==> config.mk <==
export PLATFORM = sky130hd
export DESIGN_NAME = sprite_top
export DESIGN_NICKNAME = d
export VERILOG_FILES = /design/src/sprite_pkg.sv /design/src/pixel_if.sv /design/src/vga_timing.sv /design/src/player_motion.sv /design/src/pixel_fetch.sv /design/src/pixel_mixer.sv /design/src/sprite_top.sv
export VERILOG_INCLUDE_DIRS = /design/src
export SDC_FILE = /design/constraint.sdc
export NUM_CORES = 1
export LEC_CHECK = 0
export CORE_MARGIN = 2
export CORE_UTILIZATION = 35
export DETAILED_ROUTE_END_ITERATION = 8
export DONT_BUFFER_PORTS = 1
export GPL_ROUTABILITY_DRIVEN = 0
export GPL_TIMING_DRIVEN = 0
export SYNTH_ARGS = -nofsm -noshare
export SYNTH_HDL_FRONTEND = slang
export SYNTH_SLANG_ARGS = --single-unit
==> constraint.sdc <==
create_clock -name CLK -period 2.9 [get_ports CLK]
set_input_delay 0.29 -clock CLK [delete_from_list [all_inputs] [get_ports CLK]]
set_output_delay 0.29 -clock CLK [all_outputs]
set_load 0.05 [all_outputs]
==> src/sprite_macros.svh <==
//******************************
// raster, sprite and key constants
//******************************
`ifndef SPRITE_MACROS_SVH
`define SPRITE_MACROS_SVH

// 640x480 horizontal timing, in pixels
`define H_VISIBLE 640
`define H_FRONT 16
`define H_SYNC 96
`define H_TOTAL 800

// vertical timing, in lines
`define V_VISIBLE 480
`define V_FRONT 10
`define V_SYNC 2
`define V_TOTAL 525

`define SPRITE_SIZE 32
`define START_X 304
`define START_Y 224

// keyboard scan codes
`define KEY_DOWN 22
`define KEY_UP 26
`define KEY_LEFT 4
`define KEY_RIGHT 7

`define PHASE_LAST 59
`define PHASE_STEP_A_END 15
`define PHASE_STAND1_END 30
`define PHASE_STEP_B_END 45

`define TRANSPARENT 24'hffffff // white is the sprite color key

`endif

==> src/sprite_pkg.sv <==
//******************************
// shared types of the sprite pipeline
//******************************
package sprite_pkg;

	// screen coordinate, 0..799 fits
	typedef logic [9:0] coord_t;

	// rgb, red in the top byte
	typedef logic [23:0] color_t;

	typedef logic [7:0] channel_t;

	typedef logic [7:0] keycode_t;

	// 0 down, 1 up, 2 left, 3 right
	typedef logic [1:0] dir_t;

	typedef logic [5:0] phase_t;

	// direction * 3 + sub-pose (0 stand, 1 step a, 2 step b)
	typedef logic [3:0] pose_t;

	// {pose, local y, local x}
	typedef logic [13:0] sprite_addr_t;

	// {y, x}
	typedef logic [19:0] bg_addr_t;

	typedef enum logic
	{
		IDLE,
		WALK
	} motion_state_t;

endpackage

==> src/pixel_if.sv <==
//******************************
// raster position and sync flags
//******************************
`timescale 1ns/1ps

interface pixel_if;

	sprite_pkg::coord_t x;
	sprite_pkg::coord_t y;
	logic visible;
	logic hs; // active low
	logic vs; // active low
	logic frame_end; // last cycle of the frame

	modport source (
		output x, y, visible, hs, vs, frame_end
	);

	modport sink (
		input x, y, visible, hs, vs, frame_end
	);

endinterface

==> src/vga_timing.sv <==
//******************************
// vga counters and sync decode
//******************************
`timescale 1ns/1ps
`include "sprite_macros.svh"

module vga_timing (
	input logic CLK,
	input logic reset,
	pixel_if.source raster
);

	localparam sprite_pkg::coord_t H_LAST = sprite_pkg::coord_t'(`H_TOTAL - 1);
	localparam sprite_pkg::coord_t V_LAST = sprite_pkg::coord_t'(`V_TOTAL - 1);
	localparam sprite_pkg::coord_t HS_START = sprite_pkg::coord_t'(`H_VISIBLE + `H_FRONT);
	localparam sprite_pkg::coord_t HS_END = sprite_pkg::coord_t'(`H_VISIBLE + `H_FRONT + `H_SYNC);
	localparam sprite_pkg::coord_t VS_START = sprite_pkg::coord_t'(`V_VISIBLE + `V_FRONT);
	localparam sprite_pkg::coord_t VS_END = sprite_pkg::coord_t'(`V_VISIBLE + `V_FRONT + `V_SYNC);

	sprite_pkg::coord_t h_cnt;
	sprite_pkg::coord_t v_cnt;
	logic line_end;

	assign line_end = (h_cnt == H_LAST);

	always_ff @(posedge CLK)
	begin
		if (reset)
			h_cnt <= '0;
		else if (line_end)
			h_cnt <= '0;
		else
			h_cnt <= h_cnt + 1'b1;
	end

	// steps once per line
	always_ff @(posedge CLK)
	begin
		if (reset)
			v_cnt <= '0;
		else if (line_end)
		begin
			if (v_cnt == V_LAST)
				v_cnt <= '0;
			else
				v_cnt <= v_cnt + 1'b1;
		end
	end

	assign raster.x = h_cnt;
	assign raster.y = v_cnt;

	// decoded from the counters so flags line up with x and y
	assign raster.hs = !((h_cnt >= HS_START) && (h_cnt < HS_END));
	assign raster.vs = !((v_cnt >= VS_START) && (v_cnt < VS_END));
	assign raster.visible = (h_cnt < sprite_pkg::coord_t'(`H_VISIBLE))
		&& (v_cnt < sprite_pkg::coord_t'(`V_VISIBLE));
	assign raster.frame_end = line_end && (v_cnt == V_LAST);

endmodule

==> src/player_motion.sv <==
//******************************
// player walk FSM, position and animation phase
//******************************
`timescale 1ns/1ps
`include "sprite_macros.svh"

module player_motion (
	input logic CLK,
	input logic reset,
	input sprite_pkg::keycode_t keycode,
	input logic frame_end,
	output sprite_pkg::coord_t pos_x,
	output sprite_pkg::coord_t pos_y,
	output sprite_pkg::pose_t pose
);

	localparam sprite_pkg::coord_t X_MAX = sprite_pkg::coord_t'(`H_VISIBLE - `SPRITE_SIZE);
	localparam sprite_pkg::coord_t Y_MAX = sprite_pkg::coord_t'(`V_VISIBLE - `SPRITE_SIZE);
	localparam sprite_pkg::phase_t PHASE_LAST = sprite_pkg::phase_t'(`PHASE_LAST);

	logic key_press;
	sprite_pkg::dir_t key_dir;
	sprite_pkg::dir_t facing;
	sprite_pkg::motion_state_t state;
	sprite_pkg::phase_t phase;
	sprite_pkg::coord_t next_x;
	sprite_pkg::coord_t next_y;
	logic [1:0] sub_pose;

	// scan code decode, unknown codes keep the last direction
	always_ff @(posedge CLK)
	begin
		if (reset)
		begin
			key_press <= 1'b0;
			key_dir <= 2'd0;
		end
		else
		begin
			key_press <= 1'b1;
			case (keycode)
				`KEY_DOWN: key_dir <= 2'd0;
				`KEY_UP: key_dir <= 2'd1;
				`KEY_LEFT: key_dir <= 2'd2;
				`KEY_RIGHT: key_dir <= 2'd3;
				default: key_press <= 1'b0;
			endcase
		end
	end

	// one pixel step, held inside the screen
	always_comb
	begin
		next_x = pos_x;
		next_y = pos_y;
		case (key_dir)
			2'd0:
				if (pos_y < Y_MAX)
					next_y = pos_y + 1'b1;
			2'd1:
				if (pos_y != '0)
					next_y = pos_y - 1'b1;
			2'd2:
				if (pos_x != '0)
					next_x = pos_x - 1'b1;
			default:
				if (pos_x < X_MAX)
					next_x = pos_x + 1'b1;
		endcase
	end

	always_ff @(posedge CLK)
	begin
		if (reset)
		begin
			state <= sprite_pkg::IDLE;
			facing <= 2'd0; // down
			phase <= '0;
			pos_x <= sprite_pkg::coord_t'(`START_X);
			pos_y <= sprite_pkg::coord_t'(`START_Y);
		end
		else if (frame_end)
		begin
			facing <= key_dir;
			if (key_press)
			begin
				state <= sprite_pkg::WALK;
				phase <= (phase == PHASE_LAST) ? '0 : phase + 1'b1;
				pos_x <= next_x;
				pos_y <= next_y;
			end
			else
			begin
				state <= sprite_pkg::IDLE;
				phase <= '0;
			end
		end
	end

	always_comb
	begin
		if (state == sprite_pkg::IDLE)
			sub_pose = 2'd0;
		else if (phase <= sprite_pkg::phase_t'(`PHASE_STEP_A_END))
			sub_pose = 2'd1;
		else if (phase <= sprite_pkg::phase_t'(`PHASE_STAND1_END))
			sub_pose = 2'd0;
		else if (phase <= sprite_pkg::phase_t'(`PHASE_STEP_B_END))
			sub_pose = 2'd2;
		else
			sub_pose = 2'd0;
	end

	assign pose = {2'b00, facing} * 4'd3 + {2'b00, sub_pose};

endmodule

==> src/pixel_fetch.sv <==
//******************************
// sprite hit test and ROM address stage
//******************************
`timescale 1ns/1ps
`include "sprite_macros.svh"

module pixel_fetch (
	input logic CLK,
	input logic reset,
	pixel_if.sink raster_in,
	pixel_if.source raster_out,
	input sprite_pkg::coord_t pos_x,
	input sprite_pkg::coord_t pos_y,
	input sprite_pkg::pose_t pose,
	output logic sprite_hit,
	output sprite_pkg::sprite_addr_t sprite_addr,
	output sprite_pkg::bg_addr_t bg_addr
);

	localparam sprite_pkg::coord_t BOX = sprite_pkg::coord_t'(`SPRITE_SIZE);

	sprite_pkg::coord_t local_x;
	sprite_pkg::coord_t local_y;
	logic in_x;
	logic in_y;

	// offsets into the box, wrap when left of or above it
	assign local_x = raster_in.x - pos_x;
	assign local_y = raster_in.y - pos_y;

	assign in_x = (raster_in.x >= pos_x) && (local_x < BOX);
	assign in_y = (raster_in.y >= pos_y) && (local_y < BOX);

	always_ff @(posedge CLK)
	begin
		if (reset)
			sprite_hit <= 1'b0;
		else
			sprite_hit <= in_x && in_y;
	end

	// 32x32 pose tiles, 1024 words each
	always_ff @(posedge CLK)
	begin
		sprite_addr <= {pose, local_y[4:0], local_x[4:0]};
		bg_addr <= {raster_in.y, raster_in.x}; // 1024 words per line
	end

	// raster follows the addresses by one stage
	always_ff @(posedge CLK)
	begin
		if (reset)
		begin
			raster_out.x <= '0;
			raster_out.y <= '0;
			raster_out.visible <= 1'b0;
			raster_out.hs <= 1'b1;
			raster_out.vs <= 1'b1;
			raster_out.frame_end <= 1'b0;
		end
		else
		begin
			raster_out.x <= raster_in.x;
			raster_out.y <= raster_in.y;
			raster_out.visible <= raster_in.visible;
			raster_out.hs <= raster_in.hs;
			raster_out.vs <= raster_in.vs;
			raster_out.frame_end <= raster_in.frame_end;
		end
	end

endmodule

==> src/pixel_mixer.sv <==
//******************************
// color key compositing and output register
//******************************
`timescale 1ns/1ps
`include "sprite_macros.svh"

module pixel_mixer (
	input logic CLK,
	input logic reset,
	pixel_if.sink raster,
	input logic sprite_hit,
	input sprite_pkg::color_t sprite_color,
	input sprite_pkg::color_t bg_color,
	output sprite_pkg::channel_t red,
	output sprite_pkg::channel_t green,
	output sprite_pkg::channel_t blue,
	output logic hs,
	output logic vs,
	output logic blank
);

	sprite_pkg::color_t pixel;

	always_comb
	begin
		if (!raster.visible)
			pixel = '0; // black in blanking
		else if (sprite_hit && (sprite_color != `TRANSPARENT))
			pixel = sprite_color;
		else
			pixel = bg_color;
	end

	always_ff @(posedge CLK)
	begin
		if (reset)
		begin
			red <= '0;
			green <= '0;
			blue <= '0;
			hs <= 1'b1;
			vs <= 1'b1;
			blank <= 1'b0;
		end
		else
		begin
			red <= pixel[23:16];
			green <= pixel[15:8];
			blue <= pixel[7:0];
			hs <= raster.hs;
			vs <= raster.vs;
			blank <= raster.visible; // low while blanked
		end
	end

endmodule

==> src/sprite_top.sv <==
//******************************
// walking sprite over background, vga out
//******************************
`timescale 1ns/1ps

module sprite_top (
	input logic CLK,
	input logic reset,
	input sprite_pkg::keycode_t keycode,
	output sprite_pkg::sprite_addr_t sprite_addr,
	input sprite_pkg::color_t sprite_color,
	output sprite_pkg::bg_addr_t bg_addr,
	input sprite_pkg::color_t bg_color,
	output sprite_pkg::channel_t red,
	output sprite_pkg::channel_t green,
	output sprite_pkg::channel_t blue,
	output logic hs,
	output logic vs,
	output logic blank
);

	pixel_if raster_now ();
	pixel_if raster_d1 (); // aligned with the ROM data

	sprite_pkg::coord_t pos_x;
	sprite_pkg::coord_t pos_y;
	sprite_pkg::pose_t pose;
	logic sprite_hit;

	vga_timing vga_timing_inst (
		.CLK(CLK),
		.reset(reset),
		.raster(raster_now)
	);

	// position updates land at the next (0, 0)
	player_motion player_motion_inst (
		.CLK(CLK),
		.reset(reset),
		.keycode(keycode),
		.frame_end(raster_now.frame_end),
		.pos_x(pos_x),
		.pos_y(pos_y),
		.pose(pose)
	);

	pixel_fetch pixel_fetch_inst (
		.CLK(CLK),
		.reset(reset),
		.raster_in(raster_now),
		.raster_out(raster_d1),
		.pos_x(pos_x),
		.pos_y(pos_y),
		.pose(pose),
		.sprite_hit(sprite_hit),
		.sprite_addr(sprite_addr),
		.bg_addr(bg_addr)
	);

	pixel_mixer pixel_mixer_inst (
		.CLK(CLK),
		.reset(reset),
		.raster(raster_d1),
		.sprite_hit(sprite_hit),
		.sprite_color(sprite_color),
		.bg_color(bg_color),
		.red(red),
		.green(green),
		.blue(blue),
		.hs(hs),
		.vs(vs),
		.blank(blank)
	);

endmodule

Word level (Yosys, flattened, before mapping). Cells that the tools add are included. W data, S select, Z words.

Register bits: 117. Latch bits: 0. RAM bits: 0. Bits in read-only memories: 0. Input port bits: 58. Word-level logic and storage cells: 101. Memories kept: 0.

$add $sub $neg: 10. $mul: 1. Div/mod/pow operators: 0. $lt $le $gt $ge: 15. Eq/ne operators: 13. Shifts and indexed selects: 0. Multiplexer cells: 17. Bitwise logic cells: 2. Reduce and logical (&&, ||, !) cells: 22.

Operators by type and width (count): $mux W10 (5); $add A10 B1 Y10 const B (4); $pmux W10 S2 (2); $lt A10 B10 Y1 const B (3); $lt A10 B9 Y1 const B (3); $mux W24 (1); $ne A24 B24 Y1 const B (1); $eq A10 B10 Y1 const B (2); $ge A10 B10 Y1 (2); $lt A10 B6 Y1 const B (2); $reduce_bool A10 Y1 (2); $sub A10 B1 Y10 const B (2); $sub A10 B10 Y10 (2); $eq A8 B3 Y1 const B (2); $eq A8 B5 Y1 const B (2); $mux W6 (2); $ge A10 B10 Y1 const B (1); $ge A10 B9 Y1 const B (1); $reduce_and A5 Y1 (2); $logic_and A1 B1 Y1 (8); $mux W2 (4); $pmux W2 S4 (1); $add A6 B1 Y6 const B (1); $eq A6 B6 Y1 const B (1); other kinds (16) (24).

Logic depth before layout (Yosys ltp).
Depth in word-level cells: 6. Gate-level depth with buffers: 10. Mapped depth without buffers: 10.

By module. Synthesis repeated with hierarchy kept, for this count alone.

Cells, all modules: 848. Area total of the unflattened synthesis: 7508.5 sq um.

By module, submodules not included: player_motion (instances 1, cells an instance 300, area an instance 2367.3 sq um, sequential area each 640.6 sq um); pixel_fetch (instances 1, cells an instance 224, area an instance 2318.5 sq um, sequential area each 1181.1 sq um); pixel_mixer (instances 1, cells an instance 205, area an instance 1764.2 sq um, sequential area each 540.5 sq um); vga_timing (instances 1, cells an instance 119, area an instance 1058.5 sq um, sequential area each 400.4 sq um).

Least setup slack after synthesis. Ideal clock, no wire load.

Path kind: register -> register. From: reg player_motion_inst.key_dir[0]. To: reg player_motion_inst.pos_x[8]. Setup time: 83 ps. Arrival time: 2260 ps. Slack: 557 ps. Stages on the path, launching flop included: 10. Buffers on the path: 0. Clock period less this slack: 2343 ps. Cells stage by stage: dfxtp_1 > nand2b_1 > inv_1 > ha_1 > nor2b_1 > o21ai_0 > a21oi_1 > or3_1 > a2111o_1 > o2111ai_1.

Longest elaborated chain between the ends: 4.

Ends and longest elaborated chain: start: declaration (RTL line player_motion.sv:22) `sprite_pkg::dir_t key_dir;`; start signal: assignment (RTL line player_motion.sv:36) `key_dir <= 2'd0;`; start signal: assignment (RTL line player_motion.sv:42) `` `KEY_DOWN: key_dir <= 2'd0; ``; start signal: assignment (RTL line player_motion.sv:43) `` `KEY_UP: key_dir <= 2'd1; ``; $eq A2 B1 Y1 or $logic_not A2 Y1 (tied branches) (RTL line player_motion.sv:56) `case (key_dir)`; $reduce_or A2 Y1 (no line); $not A1 Y1 (no line); $reduce_and A5 Y1 (no line); end signal: assignment (RTL line player_motion.sv:79) `` pos_x <= sprite_pkg::coord_t'(`START_X); ``; end signal: assignment (RTL line player_motion.sv:89) `pos_x <= next_x;`; end: declaration (RTL line player_motion.sv:12) `output sprite_pkg::coord_t pos_x,`.

Several ways; a longest one is shown, not always the timed one. A chain may end at the register's enable or synchronous reset.

Final worst setup path.
From: reg player_motion_inst.key_dir[1]. To: reg player_motion_inst.pos_y[9].

Longest elaborated chain between the ends: 3.

Ends and longest elaborated chain: $eq A2 B1 Y1 or $logic_not A2 Y1 (tied branches) (RTL line player_motion.sv:56); $ne A2 B1 Y1 (no line) or $reduce_bool A2 Y1 (tied branches); $reduce_and A5 Y1 (no line); end signal: assignment (RTL line player_motion.sv:80) `` pos_y <= sprite_pkg::coord_t'(`START_Y); ``; end signal: assignment (RTL line player_motion.sv:90) `pos_y <= next_y;`; end: declaration (RTL line player_motion.sv:13) `output sprite_pkg::coord_t pos_y,`.

Several ways; a longest one is shown, not always the timed one.

==> qor.txt <==
Fraction of registers with async set/reset - 0
Headroom to the max-slew limit - 0.484
Die ar. - 18000 um^2
Pint - 3.15 mW
Final Hold Vio Count - 0
TritonCTS buffer count - 17
Final setup vio count - 0
Combinational share of power - 0.024
Initial core utilization - 0.357
Nets@finish - 789
Mux cell area share after synthesis - 0.0508
Worst-path cell chain - nand2b_1 -> inv_1 -> ha_1 -> a211oi_1 -> o211ai_1 -> a41oi_1 -> xnor2_1 -> a211oi_1 -> a31o_2
# IOs - 119
Setup crit start kind - flip-flop
Drt total wl - 14100 um
Total track usage - 0.162
Largest family of logic cells by synthesized area - simple AND/OR/NAND/NOR gates
Core box area - 16600 um^2
Postcts setup bufs - 0
Fraction of the mapped netlist area in compound gates - 0.130
CP Data Required Time - 3.20 ns
Iteration count of the initial detailed-routing pass - 5
Synth Area in Simple Gates - 0.204
Finished Cell Area - 6810 um^2
Die height - 134 um
Depth of the CTS H-tree - 4
Clock period minus worst slack - 2.67 ns
CP top delay family - compound AO/OA/AOI/OAI gates
Maximum vdd drop - 0.331 mV
First DRT Iteration DRCs - 339
Die Width - 134 um
Status - complete, no violations
EDFF count, synth - 0
CTS clk-pin slew, worst paths - 0.06 ns
Routed vias/inst - 5.11
Min-delay worst type - in -> reg
Post-placement cell area - 6190 um^2
Post-Layout Cell Count - 911
Top cell type by total area after synthesis - dfxtp_1
CTS Buffer Depth - 2
Clk network pwr share - 0.543
Share of layout cells above drive strength 1 - 0.0637
Worst path slowest cell - dfxtp_1
Netlist Area Pre-Place - 5920 um^2
Synth Net Count - 770
Largest cells by area after synthesis - dfxtp_1 (40%), ha_1 (9.7%), nor2_1 (5.1%)
Via count - 4657
WP data arrival - 2.96 ns
Register share of total power - 0.434
CTS sink cnt - 117
Synth Register Bits - 117
Row count - 47
Top post-synthesis cells by count - dfxtp_1 (117), nor2_1 (81), inv_1 (51), ha_1 (46), nand2_1 (44)
Post-Route Skew - 0.0111 ns
Bufs and invs on worst path - 1
P_sw - 0.865 mW
Cell variety after synth - 61
Synth-to-Final Area Change - 15.1%
Ys flop type - dfxtp_1
TritonCTS clock tree - built
Largest net degree at the start of global routing - 17
Vias in the first global route - 4496
Hpwl dp - 10700 um
Worst hold slack - 0.0332 ns
Routed wire length per instance - 15.5 um
Switching Share - 0.215
Xor/xnor cell area share of the yosys netlist - 0.0577
Crit-path max FO - 9
Residual DRC - 0
# diodes - 0
Final Max Slew Viols - 0
Synth Area in Adders - 0.118
Placed insts - 880
CTS Root Cell - clkbuf_16
# port buffers - 0
Power Density - 590 nW/um^2
Cell mode on critical path - a211oi_1
Average size of a mapped cell - 8.97 um^2
Initial antenna violation count - 0
Least-Margin Pin Slew - 0.765 ns
Crit share post-route - 0.919
Setup TNS - 0 ns
Final ANT Viol Nets - 0
Largest stage delay, worst path - 0.48 ns
Synth Warn # - 0
CP endpoint kind - flip-flop
Max Freq - 375 MHz
Sequential share of the synthesized area - 0.396
Max Cap Viol - 0
Gate Count Post-Synth - 660
Kind of critical path - reg -> reg
Leakage - 2.79 nW
Remaining Overflow, GRT - 0
Clock Latency Late Sink - 0.41 ns
Most frequent cell after synthesis - dfxtp_1
Post-synth top area share - 0.396
RSZ-0062 raised after global routing - no
First-pass GRT wire length - 22900 um
==> routing by layer <==
| metal | vias up | wire length, um | part of all wire | track usage |
|---|---|---|---|---|
| met5 | - | 0 | 0 | 0 |
| met4 | 0 | 195 | 0.014 | 0.0713 |
| met3 | 12 | 876 | 0.062 | 0.0431 |
| met2 | 138 | 6780 | 0.48 | 0.267 |
| met1 | 2137 | 6300 | 0.45 | 0.200 |
| li1 | 2370 | - | - | - |
==> metrics by stage <==
step | power, mW | util | setup slack (ns)
after floorplan | 1.84 | - | 0.557
after global placement | 1.87 | 0.373 | 0.132
after detailed placement | 1.87 | 0.373 | 0.149
after CTS | 4.07 | 0.411 | 0.109
after global routing | 4.17 | 0.411 | 0.0361
final | 4.02 | 0.411 | 0.234
==> power groups by stage <==
stage / clock [mW] / sequential [mW] / combinational, mW
floorplan: 0 / 1.77 / 0.0720
global placement: 0 / 1.78 / 0.0963
detailed placement: 0 / 1.78 / 0.0970
CTS: 2.23 / 1.74 / 0.0969
global route: 2.31 / 1.74 / 0.108
finish: 2.18 / 1.74 / 0.0949
==> layout by cell type (no fill, tap or decap), drive strengths merged, types with 10 or more instances in the layout <==
cell type	Yosys	routed
dfxtp	117	117
and3	10	10
nor2	81	81
xnor2	21	21
mux2i	30	30
inv	51	51
clkbuf	7	30
o21ai	23	23
nand3	16	16
nand4	16	16
ha	46	46
nand2	44	44
a21oi	36	36
xor2	18	18
or3	11	11
==> final cells by class <==
class / instances / area, um^2
Inverter: 52 / 195
Tap cell: 220 / 275
Clock buffer: 23 / 468
Fill cell: 1666 / 9770
Multi-Input combinational cell: 477 / 3320
Clock inverter: 8 / 149
Buffer: 14 / 63.8
Sequential cell: 117 / 2340
==> timing repair <==
item,CTS,global route
endpoints found under the hold margin,0,0
endpoints found under the setup margin,0,2
resized for setup,0,1
hold buffers,0,0
==> path summary, 6_finish.rpt <==
check	endpoint	from	slack (ns)	cells after the start
max	player_motion_inst.pos_y[9]	player_motion_inst.key_dir[1]	0.23	9
min	pixel_mixer_inst.blue[5]	bg_color[5]	0.03	2
max reg2reg	player_motion_inst.pos_y[9]	player_motion_inst.key_dir[1]	0.23	9
min reg2reg	pixel_fetch_inst.bg_addr[5]	vga_timing_inst.raster.x[5]	0.39	0
==> cells by family (layout without fill, tap and decap cells) <==
logic type | Yosys count | count (layout)
xor gates and xnor gates | 39 | 39
buffers and inverters | 66 | 97
adders and majority gates | 52 | 52
and+or+nand+nor | 237 | 237
DFF | 117 | 117
AOI/OAI and AO/OA | 119 | 119
muxes | 30 | 30
==> registers in the layout, indices dropped and copies added (netlist names), 2 cells and up <==
register	flops
player_motion_inst.pos_y	10
pixel_fetch_inst.sprite_addr	14
pixel_mixer_inst.red	8
vga_timing_inst.raster.y	10
player_motion_inst.pos_x	10
player_motion_inst.key_dir	2
player_motion_inst.phase	6
player_motion_inst.facing	2
pixel_mixer_inst.blue	8
pixel_mixer_inst.green	8
pixel_fetch_inst.bg_addr	20
vga_timing_inst.raster.x	10
(Power assumes the default switching activity.)
